File: src/bus_pkg.sv
// host side definitions: AXI4-Lite channels, register map and the shared RAM port
// the RAM address type is sized for the largest build, 64 words per packet in two banks
package bus_pkg;

  typedef logic [31:0] data_t;       // one AXI data word, also one RAM word
  typedef logic [11:0] axil_addr_t;  // byte address seen on the host bus
  typedef logic [6:0]  ram_addr_t;   // covers 2 x 64 words, smaller builds use the low bits

  typedef enum logic [1:0] {
    resp_okay   = 2'b00,
    resp_slverr = 2'b10
  } axil_resp_e;

  typedef struct packed {
    axil_addr_t awaddr;
    logic       awvalid;
    data_t      wdata;
    logic       wvalid;
    logic       bready;
    axil_addr_t araddr;
    logic       arvalid;
    logic       rready;
  } axil_req_t;

  typedef struct packed {
    logic       awready;
    logic       wready;
    logic       bvalid;
    axil_resp_e bresp;
    logic       arready;
    logic       rvalid;
    data_t      rdata;
    axil_resp_e rresp;
  } axil_rsp_t;

  typedef struct packed {
    logic      valid;
    logic      write;  // 0 means read
    ram_addr_t addr;
    data_t     data;   // ignored on reads
  } ram_req_t;

  localparam axil_addr_t reg_good_count = 12'h000;  // read only
  localparam axil_addr_t reg_err_count  = 12'h004;  // read only
  localparam axil_addr_t reg_control    = 12'h008;  // bit 0 is skip_crc
  localparam axil_addr_t reg_bank       = 12'h00C;  // published bank index
  localparam axil_addr_t win_base       = 12'h100;  // first word of the packet window

endpackage

File: src/link_pkg.sv
// serial link framing constants and receiver types
// the word-write struct reuses the RAM address and data types of the bus package
package link_pkg;

  import bus_pkg::*;

  typedef logic [15:0] crc_t;

  localparam logic [31:0] sync_word = 32'hAC450F28;  // framing pattern, sent lsb first
  localparam crc_t        crc_init  = 16'hFFFF;      // CCITT start value
  localparam crc_t        crc_poly  = 16'h1021;      // x^16 + x^12 + x^5 + 1

  typedef enum logic [1:0] {
    rx_hunt = 2'd0,  // searching for the sync word
    rx_data = 2'd1,  // collecting data words
    rx_crc  = 2'd2   // collecting and checking the trailing crc
  } rx_state_e;

  typedef struct packed {
    logic      valid;
    ram_addr_t addr;  // hidden bank times words per packet plus word index
    data_t     data;
  } rx_wr_t;

endpackage

File: src/axil_host_port.sv
// AXI4-Lite slave with one transaction at a time, write wins over a read arriving together
// whole-word writes only, wstrb is not supported and low address bits are not checked in the window
`timescale 1ns/1ps

module axil_host_port
  import bus_pkg::*;
#(
  parameter int WORDS_PER_PKT = 8
) (
  input  logic      clock,
  input  logic      arst_n,
  input  axil_req_t axil_req,
  input  logic      pub_bank,
  input  data_t     good_count,
  input  data_t     err_count,
  input  logic      host_rd_grant,
  input  data_t     host_rd_data,
  output axil_rsp_t axil_rsp,
  output logic      skip_crc,
  output logic      host_rd_valid,
  output ram_addr_t host_rd_addr
);

  localparam int         WIDX    = $clog2(WORDS_PER_PKT);
  localparam axil_addr_t win_end = win_base + axil_addr_t'(4 * WORDS_PER_PKT);

  typedef enum logic [2:0] {
    hp_idle,      // waiting for a request, ready pulses are raised here
    hp_wr_resp,   // bvalid held until bready
    hp_reg_rd,    // one cycle to select the register
    hp_win_wait,  // RAM read outstanding in the arbiter
    hp_rd_resp    // rvalid held until rready
  } hp_state_e;

  hp_state_e  state;
  logic       wr_ready;    // drives awready and wready together
  logic       arready;
  logic       bvalid;
  logic       rvalid;
  axil_resp_e bresp;
  axil_resp_e rresp;
  data_t      rdata;
  axil_addr_t rd_addr;     // latched read address
  axil_addr_t win_off;
  logic       ar_in_win;

  assign ar_in_win = (axil_req.araddr >= win_base) && (axil_req.araddr < win_end);
  assign win_off   = rd_addr - win_base;

  // byte offset to word index, placed in whatever bank is published right now
  assign host_rd_addr  = ram_addr_t'({pub_bank, win_off[WIDX+1:2]});
  assign host_rd_valid = (state == hp_win_wait);

  always_ff @(posedge clock or negedge arst_n) begin
    if (!arst_n) begin
      state    <= hp_idle;
      wr_ready <= 1'b0;
      arready  <= 1'b0;
      bvalid   <= 1'b0;
      rvalid   <= 1'b0;
      skip_crc <= 1'b0;
      bresp    <= resp_okay;
      rresp    <= resp_okay;
      rdata    <= '0;
      rd_addr  <= '0;
    end else begin
      case (state)
        hp_idle: begin
          if (wr_ready) begin
            // the master held both valids, so the handshake completes on this edge
            wr_ready <= 1'b0;
            bvalid   <= 1'b1;
            state    <= hp_wr_resp;
            if (axil_req.awaddr == reg_control) begin
              skip_crc <= axil_req.wdata[0];
              bresp    <= resp_okay;
            end else begin
              bresp <= resp_slverr;  // counters and bank are read only
            end
          end else if (arready) begin
            arready <= 1'b0;
            rd_addr <= axil_req.araddr;
            state   <= ar_in_win ? hp_win_wait : hp_reg_rd;
          end else if (axil_req.awvalid && axil_req.wvalid) begin
            wr_ready <= 1'b1;  // write checked first
          end else if (axil_req.arvalid) begin
            arready <= 1'b1;
          end
        end
        hp_wr_resp: begin
          if (axil_req.bready) begin
            bvalid <= 1'b0;
            state  <= hp_idle;
          end
        end
        hp_reg_rd: begin
          rvalid <= 1'b1;
          state  <= hp_rd_resp;
          rresp  <= resp_okay;
          case (rd_addr)
            reg_good_count: rdata <= good_count;
            reg_err_count:  rdata <= err_count;
            reg_control:    rdata <= {31'd0, skip_crc};
            reg_bank:       rdata <= {31'd0, pub_bank};
            default: begin
              rdata <= '0;  // unmapped, data zero with an error
              rresp <= resp_slverr;
            end
          endcase
        end
        hp_win_wait: begin
          if (host_rd_grant) begin
            rdata  <= host_rd_data;
            rresp  <= resp_okay;
            rvalid <= 1'b1;
            state  <= hp_rd_resp;
          end
        end
        hp_rd_resp: begin
          if (axil_req.rready) begin
            rvalid <= 1'b0;
            state  <= hp_idle;
          end
        end
        default: state <= hp_idle;
      endcase
    end
  end

  always_comb begin
    axil_rsp.awready = wr_ready;
    axil_rsp.wready  = wr_ready;
    axil_rsp.bvalid  = bvalid;
    axil_rsp.bresp   = bresp;
    axil_rsp.arready = arready;
    axil_rsp.rvalid  = rvalid;
    axil_rsp.rdata   = rdata;
    axil_rsp.rresp   = rresp;
  end

endmodule

File: src/buffer_arbiter.sv
// one RAM port shared by receiver writes and host reads, the receiver always wins
// only one host read may be in flight, its data returns with host_rd_grant
`timescale 1ns/1ps

module buffer_arbiter
  import link_pkg::*, bus_pkg::*;
#(
  parameter int WORDS_PER_PKT = 8
) (
  input  logic      clock,
  input  logic      arst_n,
  input  rx_wr_t    rx_wr,
  input  logic      host_rd_valid,  // held until host_rd_grant
  input  ram_addr_t host_rd_addr,
  input  data_t     ram_rdata,
  output logic      host_rd_grant,  // pulse, host_rd_data is valid in this cycle
  output data_t     host_rd_data,
  output ram_req_t  ram_req
);

  // keeps every RAM access inside the two banks of this build
  localparam ram_addr_t addr_mask = ram_addr_t'(2 * WORDS_PER_PKT - 1);

  logic rd_issue;  // host read goes to the RAM this cycle
  logic rd_q;      // a read was issued last cycle, data is on ram_rdata now

  // a pending return also blocks a reissue while the host still holds valid
  assign rd_issue = host_rd_valid && !rx_wr.valid && !rd_q;

  always_comb begin
    ram_req = '0;
    if (rx_wr.valid) begin
      ram_req.valid = 1'b1;
      ram_req.write = 1'b1;
      ram_req.addr  = rx_wr.addr & addr_mask;
      ram_req.data  = rx_wr.data;
    end else if (rd_issue) begin
      ram_req.valid = 1'b1;
      ram_req.addr  = host_rd_addr & addr_mask;  // read, data field stays zero
    end
  end

  always_ff @(posedge clock or negedge arst_n) begin
    if (!arst_n) begin
      rd_q <= 1'b0;
    end else begin
      rd_q <= rd_issue;
    end
  end

  assign host_rd_grant = rd_q;
  assign host_rd_data  = rd_q ? ram_rdata : '0;  // only the host's own read reaches it

endmodule

File: src/crc16_engine.sv
// CRC-16-CCITT over whole bytes, msb of each byte first into the register
// init wins over ena when both are high
`timescale 1ns/1ps

module crc16_engine
  import link_pkg::*;
(
  input  logic       clock,
  input  logic       arst_n,
  input  logic       init,       // reload the start value
  input  logic       ena,        // fold data_byte in on this edge
  input  logic [7:0] data_byte,
  output crc_t       crc
);

  // one byte step of the serial shift register, unrolled over 8 bits
  function automatic crc_t crc_step(crc_t cur, logic [7:0] b);
    crc_t r;
    r = cur ^ {b, 8'h00};  // byte enters at the top of the register
    for (int i = 0; i < 8; i++) begin
      r = r[15] ? ((r << 1) ^ crc_poly) : (r << 1);  // feedback on the bit shifted out
    end
    return r;
  endfunction

  always_ff @(posedge clock or negedge arst_n) begin
    if (!arst_n) begin
      crc <= crc_init;
    end else if (init) begin
      crc <= crc_init;  // held here for the whole hunt phase
    end else if (ena) begin
      crc <= crc_step(crc, data_byte);
    end
  end

endmodule

File: src/link_rx.sv
// serial receiver, one bit per rising edge lsb first, fixed 32 cycles per word
// needs at least a couple of idle bits between packets since the window is cleared after the crc
`timescale 1ns/1ps

module link_rx
  import link_pkg::*, bus_pkg::*;
#(
  parameter int WORDS_PER_PKT = 8
) (
  input  logic   clock,
  input  logic   arst_n,
  input  logic   rdat,        // serial data in
  input  logic   skip_crc,    // publish even on a crc mismatch
  output rx_wr_t rx_wr,       // one word write per 32 bits, never stalls
  output logic   pub_bank,    // bank the host may read
  output data_t  good_count,
  output data_t  err_count
);

  localparam int WIDX = $clog2(WORDS_PER_PKT);

  rx_state_e        state;
  logic [31:0]      shreg;       // right shifting window, newest bit at the top
  logic [31:0]      shreg_next;
  logic [4:0]       bit_cnt;     // bit inside the word, or inside the crc tail
  logic [WIDX-1:0]  word_idx;
  logic             load_crc;    // a full byte sits in shreg[31:24]
  logic             crc_ok;      // registered compare result
  crc_t             crc_calc;

  assign shreg_next = {rdat, shreg[31:1]};  // lsb first on the wire

  always_ff @(posedge clock or negedge arst_n) begin
    if (!arst_n) begin
      shreg <= '0;
    end else if (state == rx_crc && bit_cnt == 5'd17) begin
      shreg <= '0;  // no stale sync match on return to hunt
    end else begin
      shreg <= shreg_next;
    end
  end

  always_ff @(posedge clock or negedge arst_n) begin
    if (!arst_n) begin
      state      <= rx_hunt;
      bit_cnt    <= '0;
      word_idx   <= '0;
      load_crc   <= 1'b0;
      crc_ok     <= 1'b0;
      rx_wr      <= '0;
      pub_bank   <= 1'b0;
      good_count <= '0;
      err_count  <= '0;
    end else begin
      rx_wr.valid <= 1'b0;  // write strobe lasts one cycle
      load_crc    <= 1'b0;
      case (state)
        rx_hunt: begin
          // compare the window including this edge's bit so the next edge is data bit 0
          if (shreg_next == sync_word) begin
            state    <= rx_data;
            bit_cnt  <= '0;
            word_idx <= '0;
          end
        end
        rx_data: begin
          load_crc <= (bit_cnt[2:0] == 3'd7);  // byte completes on this edge
          bit_cnt  <= bit_cnt + 5'd1;          // wraps to 0 after bit 31
          if (bit_cnt == 5'd31) begin
            rx_wr.valid <= 1'b1;
            rx_wr.addr  <= ram_addr_t'({~pub_bank, word_idx});  // always the hidden bank
            rx_wr.data  <= shreg_next;
            word_idx    <= word_idx + 1'b1;
            if (word_idx == WIDX'(WORDS_PER_PKT - 1)) begin
              state <= rx_crc;  // the last byte is still folded in on the next edge
            end
          end
        end
        rx_crc: begin
          bit_cnt <= bit_cnt + 5'd1;
          if (bit_cnt == 5'd16) begin
            // all 16 crc bits were sampled by the previous edge
            crc_ok <= skip_crc || (shreg[31:16] == crc_calc);
          end
          if (bit_cnt == 5'd17) begin
            state   <= rx_hunt;
            bit_cnt <= '0;
            if (crc_ok) begin
              pub_bank   <= ~pub_bank;  // hidden bank becomes visible
              good_count <= good_count + 32'd1;
            end else begin
              err_count <= err_count + 32'd1;  // bank stays, next packet overwrites hidden
            end
          end
        end
        default: state <= rx_hunt;
      endcase
    end
  end

  crc16_engine u_crc (
    .clock     (clock),
    .arst_n    (arst_n),
    .init      (state == rx_hunt),
    .ena       (load_crc),
    .data_byte (shreg[31:24]),
    .crc       (crc_calc)
  );

endmodule

File: src/packet_ram.sv
// single port RAM for two packet banks, read data is registered and held between reads
`timescale 1ns/1ps

module packet_ram
  import bus_pkg::*;
#(
  parameter int WORDS_PER_PKT = 8
) (
  input  logic     clock,
  input  ram_req_t ram_req,
  output data_t    ram_rdata
);

  localparam int DEPTH = 2 * WORDS_PER_PKT;
  localparam int AW    = $clog2(DEPTH);

  data_t mem [DEPTH];

  always_ff @(posedge clock) begin
    if (ram_req.valid) begin
      if (ram_req.write) begin
        mem[ram_req.addr[AW-1:0]] <= ram_req.data;
      end else begin
        ram_rdata <= mem[ram_req.addr[AW-1:0]];  // unchanged by writes in between
      end
    end
  end

endmodule

File: src/rx_subsystem_top.sv
// serial link receiver with a double buffered packet RAM read over AXI4-Lite
// WORDS_PER_PKT must be a power of two from 4 to 64
`timescale 1ns/1ps

module rx_subsystem_top
  import link_pkg::*, bus_pkg::*;
#(
  parameter int WORDS_PER_PKT = 8
) (
  input  logic      clock,
  input  logic      arst_n,
  input  logic      rdat,      // serial link, sampled on every rising edge
  input  axil_req_t axil_req,
  output axil_rsp_t axil_rsp
);

  rx_wr_t    rx_wr;
  logic      pub_bank;
  data_t     good_count;
  data_t     err_count;
  logic      skip_crc;
  logic      host_rd_valid;
  ram_addr_t host_rd_addr;
  logic      host_rd_grant;
  data_t     host_rd_data;
  ram_req_t  ram_req;
  data_t     ram_rdata;

  link_rx #(.WORDS_PER_PKT(WORDS_PER_PKT)) u_link_rx (
    .clock      (clock),
    .arst_n     (arst_n),
    .rdat       (rdat),
    .skip_crc   (skip_crc),
    .rx_wr      (rx_wr),
    .pub_bank   (pub_bank),
    .good_count (good_count),
    .err_count  (err_count)
  );

  buffer_arbiter #(.WORDS_PER_PKT(WORDS_PER_PKT)) u_arbiter (
    .clock         (clock),
    .arst_n        (arst_n),
    .rx_wr         (rx_wr),
    .host_rd_valid (host_rd_valid),
    .host_rd_addr  (host_rd_addr),
    .ram_rdata     (ram_rdata),
    .host_rd_grant (host_rd_grant),
    .host_rd_data  (host_rd_data),
    .ram_req       (ram_req)
  );

  packet_ram #(.WORDS_PER_PKT(WORDS_PER_PKT)) u_ram (
    .clock     (clock),
    .ram_req   (ram_req),
    .ram_rdata (ram_rdata)
  );

  axil_host_port #(.WORDS_PER_PKT(WORDS_PER_PKT)) u_host_port (
    .clock         (clock),
    .arst_n        (arst_n),
    .axil_req      (axil_req),
    .pub_bank      (pub_bank),
    .good_count    (good_count),
    .err_count     (err_count),
    .host_rd_grant (host_rd_grant),
    .host_rd_data  (host_rd_data),
    .axil_rsp      (axil_rsp),
    .skip_crc      (skip_crc),
    .host_rd_valid (host_rd_valid),
    .host_rd_addr  (host_rd_addr)
  );

endmodule

File: config.mk
export PLATFORM = sky130hd
export DESIGN_NAME = rx_subsystem_top
export DESIGN_NICKNAME = d
export VERILOG_FILES = /design/src/bus_pkg.sv /design/src/link_pkg.sv /design/src/axil_host_port.sv /design/src/buffer_arbiter.sv /design/src/crc16_engine.sv /design/src/link_rx.sv /design/src/packet_ram.sv /design/src/rx_subsystem_top.sv
export SDC_FILE = /design/constraint.sdc
export NUM_CORES = 1
export LEC_CHECK = 0
export BUFFER_PORTS_ARGS = -buffer_cell sky130_fd_sc_hd__buf_2
export CAP_MARGIN = 40
export CORE_MARGIN = 3
export CORE_UTILIZATION = 67
export DETAILED_ROUTE_END_ITERATION = 6
export PLACE_DENSITY_LB_ADDON = 0.15
export SLEW_MARGIN = 20
export SYNTH_ARGS = -nofsm -noshare
export SYNTH_HDL_FRONTEND = slang
export SYNTH_HIERARCHICAL = 1
export SYNTH_SLANG_ARGS = --single-unit
File: constraint.sdc
create_clock -name clock -period 7.4 [get_ports clock]
set_input_delay 0.74 -clock clock [delete_from_list [all_inputs] [get_ports clock]]
set_output_delay 0.74 -clock clock [all_outputs]
set_load 0.02 [all_outputs]
# Word-level counts from Yosys, hierarchy flattened
# Memory sizes are Yosys's and may differ from the RTL's. A register that Yosys moved wholly into a read port is not among the register bits.
# Cells that the tools add are included.
[classes]
n_addsub = 5
n_lt_le_gt_ge = 2
n_eq_ne = 26
muxes = 60
bitwise = 13
n_reduce_logical = 34
[op_table]
columns = ["cell", "count"]
rows = [
  ["one-hot mux 32 bit (4 select lines)", 1],
  ["2-to-1 mux 13 bit", 8],
  ["2-to-1 mux 32 bit", 3],
  ["2-to-1 mux 40 bit", 2],
  ["adder 32 x 1 -> 32 bit, second input constant", 2],
  ["one-hot mux 32 bit (2 select lines)", 1],
  ["equality test 12 x 4 -> 1 bit, second input constant", 3],
  ["equality test 32 bit, second input constant", 1],
  ["2-to-1 mux 16 bit", 2],
  ["NOT 3 bit", 8],
  ["2-to-1 mux 3 bit", 7],
  ["AND reduction 3 bit", 7],
  ["2-to-1 mux 1 bit", 18],
  ["equality test 16 bit", 1],
  ["bitwise XOR 16 bit", 1],
  ["equality test 5 bit, second input constant", 3],
  ["one-hot mux 3 bit (5 select lines)", 1],
  ["one-hot mux 5 bit (3 select lines)", 1],
  ["2-to-1 mux 2 bit", 7],
  ["AND reduction 2 bit", 7],
  ["equality test 12 x 3 -> 1 bit, second input constant", 1],
  ["greater-or-equal comparator 12 x 9 -> 1 bit, second input constant", 1],
  ["logical NOT 12 bit", 1],
  ["< comparator 12 x 9 -> 1 bit, second input constant", 1],
  ["other kinds (28)", 52],
]
[totals]
regBits = 219
ram_bits = 512
input_bits = 64
out_inout_bits = 41
word_cells = 165
n_memories = 1
[memory_table]
columns = ["memory", "depth", "width", "read_ports", "rd_clocked_by_memory_dff", "write_ports", "line", "rtl"]
rows = [
  ["u_ram.mem", 16, 32, 1, 1, 1, "packet_ram.sv:17", "data_t mem [DEPTH];"],
]

# Longest topological paths before layout
[logic_depth]
word_depth = 19
ltp_mapped = 12
depth_no_buf = 7

# Modules after synthesis
# The synthesis kept the hierarchy.
[by_module_without_submodules]
columns = ["mod", "instances", "cells_per_inst", "area_each_um2", "seq_area_each_um2"]
rows = [
  ["packet_ram", 1, 844, 20215.6, 16335.7],
  ["link_rx", 1, 537, 6506.2, 3628.5],
  ["axil_host_port", 1, 322, 3131.8, 1351.3],
  ["crc16_engine", 1, 80, 1038.5, 420.4],
  ["buffer_arbiter", 1, 92, 579.3, 25.0],
]

# Least setup slack after synthesis
# Ideal clock, no wire load.
[synth_path]
path_kind = "reg2reg"
start = "reg u_host_port.state[0]"
end = "mem u_ram/mem[3][0] (netlist bit) (enable)"
setup_time_ns = 0.461
arrival_ns = 4.531
required_ns = 6.939
path_slack_ns = 2.408
stages_incl_launch_ff = 12
path_buffers = 6
period_less_slack_ns = 4.992
path_cell_list = "dfrtp_1 clkbuf_1 clkbuf_1 clkbuf_1 and2_1 nand2b_1 o21ai_1 buf_2 buf_2 buf_1 nand4_1 nor3_1"
[synth_lines]
columns = ["item", "line", "rtl"]
rows = [
  ["from (decl)", "axil_host_port.sv:35", "hp_state_e state;"],
  ["from (signal assigned)", "axil_host_port.sv:56", "state <= hp_idle;"],
  ["from (signal assigned)", "axil_host_port.sv:73", "state <= hp_wr_resp;"],
  ["from (signal assigned)", "axil_host_port.sv:83", "state <= ar_in_win ? hp_win_wait : hp_reg_rd;"],
  ["to (decl)", "packet_ram.sv:17", ""],
]

==> impl_metrics.prom <==
# TYPE chip_impl_metric gauge
chip_impl_info{name="outcome",value="completed"} 1
chip_impl_metric{name="total_iterations_of_the_first_detailed_routing_run",unit=""} 5
chip_impl_metric{name="hpwlAfterDp",unit="mm"} 40.8
chip_impl_metric{name="grt_util_overall",unit=""} 0.300
chip_impl_metric{name="setup_tns",unit="ps"} 0
chip_impl_metric{name="timing.max_slew.rel_slack",unit=""} 0.418
chip_impl_info{name="setup_repair_after_global_routing_missed_its_margin",value="false"} 1
chip_impl_info{name="critical_path.startpoint",value="u_host_port/state[1]"} 1
chip_impl_info{name="final_common_cell",value="edfxtp_1"} 1
chip_impl_metric{name="fin_total_pwr",unit="mW"} 9.58
chip_impl_metric{name="yosys_warnings",unit=""} 6
chip_impl_info{name="cts_root_buffer",value="clkbuf_16"} 1
chip_impl_metric{name="minimum_clock_period_after_layout",unit="ps"} 4080
chip_impl_metric{name="die_height",unit="um"} 222
chip_impl_metric{name="port_buffers",unit=""} 71
chip_impl_metric{name="report.final.setup_viol",unit=""} 0
chip_impl_metric{name="start_util",unit=""} 0.684
chip_impl_metric{name="via_count",unit=""} 17400
chip_impl_metric{name="worstSkewPairLatency",unit="ps"} 600
chip_impl_metric{name="fillers",unit=""} 2514
chip_impl_metric{name="ios",unit=""} 105
chip_impl_metric{name="place.gp.congestion",unit=""} 0.829
chip_impl_info{name="r2r-start",value="u_host_port/state[1]"} 1
chip_impl_info{name="grt.busiest_layer",value="met2"} 1
chip_impl_metric{name="post-route-drc-count",unit=""} 0
chip_impl_metric{name="timing_max_transition_violations_final",unit=""} 0
chip_impl_metric{name="num_rows",unit=""} 78
chip_impl_metric{name="total_detailed_routing_wirelength",unit="mm"} 72.9
chip_impl_metric{name="syn-instance-count",unit=""} 1864
chip_impl_metric{name="grt_use_met2",unit=""} 0.482
chip_impl_info{name="timing.critical_path.to_type",value="flop"} 1
chip_impl_metric{name="met1_usage",unit=""} 0.416
chip_impl_metric{name="cts_num_sinks",unit=""} 760
chip_impl_metric{name="cts.repair.resized",unit=""} 0
chip_impl_metric{name="pwr_density_cell",unit="nW/um^2"} 273
chip_impl_metric{name="number_of_global_route_vias_before_repair",unit=""} 18100
chip_impl_metric{name="tightestPinTransition",unit="ps"} 871
chip_impl_metric{name="power.ir.vdd_worst",unit="uV"} 286
chip_impl_metric{name="skew",unit="ps"} 15.7
chip_impl_metric{name="synth_area",unit="sq um"} 31400
chip_impl_info{name="cts_tree",value="yes"} 1
chip_impl_metric{name="grt.overflow.total",unit=""} 0
chip_impl_metric{name="final_nets",unit=""} 2021
chip_impl_info{name="min_path_type",value="input pin to asynchronous set/reset pin"} 1
chip_impl_metric{name="fmaxAchievable",unit="MHz"} 245
chip_impl_metric{name="layout-drive-gt1-share",unit=""} 0.245
chip_impl_metric{name="flow.area_growth_from_synthesis",unit="%"} 11.6
chip_impl_metric{name="cts_hold_repair.buffers",unit=""} 0
chip_impl_metric{name="first_iter_violations",unit=""} 2058
chip_impl_metric{name="cts.reportedPaths.clkPinSlew",unit="ps"} 60
chip_impl_metric{name="static-leakage-power",unit="nW"} 12.6
chip_impl_metric{name="cts_setup_buffers",unit=""} 0
chip_impl_metric{name="share_of_the_cycle_needed_by_the_critical_path_after_routing",unit=""} 0.551
chip_impl_info{name="worstSetupStartpointType",value="flop"} 1
chip_impl_metric{name="drt.antenna.violating_nets",unit=""} 0
chip_impl_metric{name="cts_buffer_count",unit=""} 74
chip_impl_info{name="most_used_cells_in_the_layout_excluding_fill_and_tap_cells",value="544 x edfxtp_1, 200 x dfrtp_1, 129 x mux4_2, 99 x and2_1, 83 x nand2_1"} 1
chip_impl_metric{name="cp_max_fo",unit=""} 132
chip_impl_metric{name="via_per_inst",unit=""} 6.69
chip_impl_metric{name="cts-htree-levels",unit=""} 3
chip_impl_metric{name="grt_max_degree",unit=""} 134
chip_impl_metric{name="grt_use_met3",unit=""} 0.0616
chip_impl_metric{name="grt_pass1_wl",unit="mm"} 111
chip_impl_metric{name="synth_area_per_cell",unit="sq um"} 16.8
chip_impl_metric{name="max_cap_viol_count",unit=""} 0
chip_impl_metric{name="critical_path_arrival",unit="ps"} 4310
chip_impl_metric{name="finalHoldViolCount",unit=""} 0
chip_impl_metric{name="floorplan.die.width",unit="um"} 222
chip_impl_metric{name="clock_tree_buffer_depth",unit=""} 3
chip_impl_info{name="timing.setup.critical_path_class",value="flop to flop"} 1
chip_impl_metric{name="die_area",unit="sq um"} 49500
chip_impl_metric{name="data_required_critical_path",unit="ps"} 7630
chip_impl_metric{name="core",unit="sq um"} 45900
chip_impl_metric{name="grt_antenna_before_repair",unit=""} 2
chip_impl_metric{name="wire_length_per_cell",unit="um"} 28.0
==> critical path, cell delays in order (launching register included) <==
cell,delay [ps]
dfrtp_1,460
nor2b_2,190
and2_1,150
nand2b_1,250
o21ai_4,250
buf_12,590
nand4_1,580
nor2_4,620
buf_4,530
==> sequential cells by signal (all words and copies together), names as in the netlist, 16 cells and up <==
name / flops
u_host_port/rdata: 32
u_link_rx/err_count: 32
u_link_rx/good_count: 32
u_link_rx/rx_wr: 37
u_link_rx/shreg: 31
u_link_rx/u_crc/crc: 16
u_ram/mem: 512
u_ram/ram_rdata: 32
==> power breakdown <==
group          internal [mW]  switching (mW)  total, mW
Sequential              4.69           0.146       4.83
Combinational          0.391           0.638       1.03
Clock                   2.18            1.54       3.72
Total                   7.26            2.32       9.58
==> metal layers <==
metal | routed length (um) | vias up | part of all wire
met2 | 36000 | 899 | 0.49
met5 | 11 | - | 0.00015
met1 | 27600 | 8960 | 0.38
met3 | 6450 | 188 | 0.089
li1 | - | 7364 | -
met4 | 2890 | 2 | 0.040
==> cell type report <==
class	count	area, sq um	share of cell area
Timing Repair Buffer	115	947	0.0270
Clock inverter	30	238	0.00678
Multi-Input combinational cell	971	9100	0.260
Clock buffer	103	2160	0.0618
Tap cell	600	751	0.0214
Antenna cell	3	7.51	0.000214
Inverter	22	82.6	0.00236
Sequential cell	760	21800	0.621
==> final timing paths <==
| kind | end | slack [ps] | cells after the start |
|---|---|---|---|
| setup / recovery | u_ram/mem[15][25] | 3320 | 8 |
| hold / removal | u_host_port/rdata[16] | 130 | 1 |
| setup reg to reg | u_ram/mem[15][25] | 3320 | 8 |
| hold reg to reg | u_link_rx/err_count[31] | 460 | 1 |
| min in group clock | u_host_port/rd_addr[4] | 380 | 2 |
| max in group asynchronous | u_link_rx/u_crc/crc[4] | 6050 | 3 |
==> per-stage QoR <==
| step | util | hold slack (ps) | setup slack, ps | instance area [sq um] | std cells |
|---|---|---|---|---|---|
| CTS | 0.762 | 311 | 3340 | 34900 | 2597 |
| global route | 0.764 | 142 | 3090 | 35000 | 2601 |
| floorplan | - | 436 | 2410 | 31400 | 1865 |
| detailed placement | 0.710 | 455 | 3370 | 32500 | 2464 |
| finish | 0.764 | 127 | 3320 | 35100 | 2604 |
| global placement | 0.704 | 459 | 3110 | 32300 | 2454 |
(Power assumes the default switching activity.)
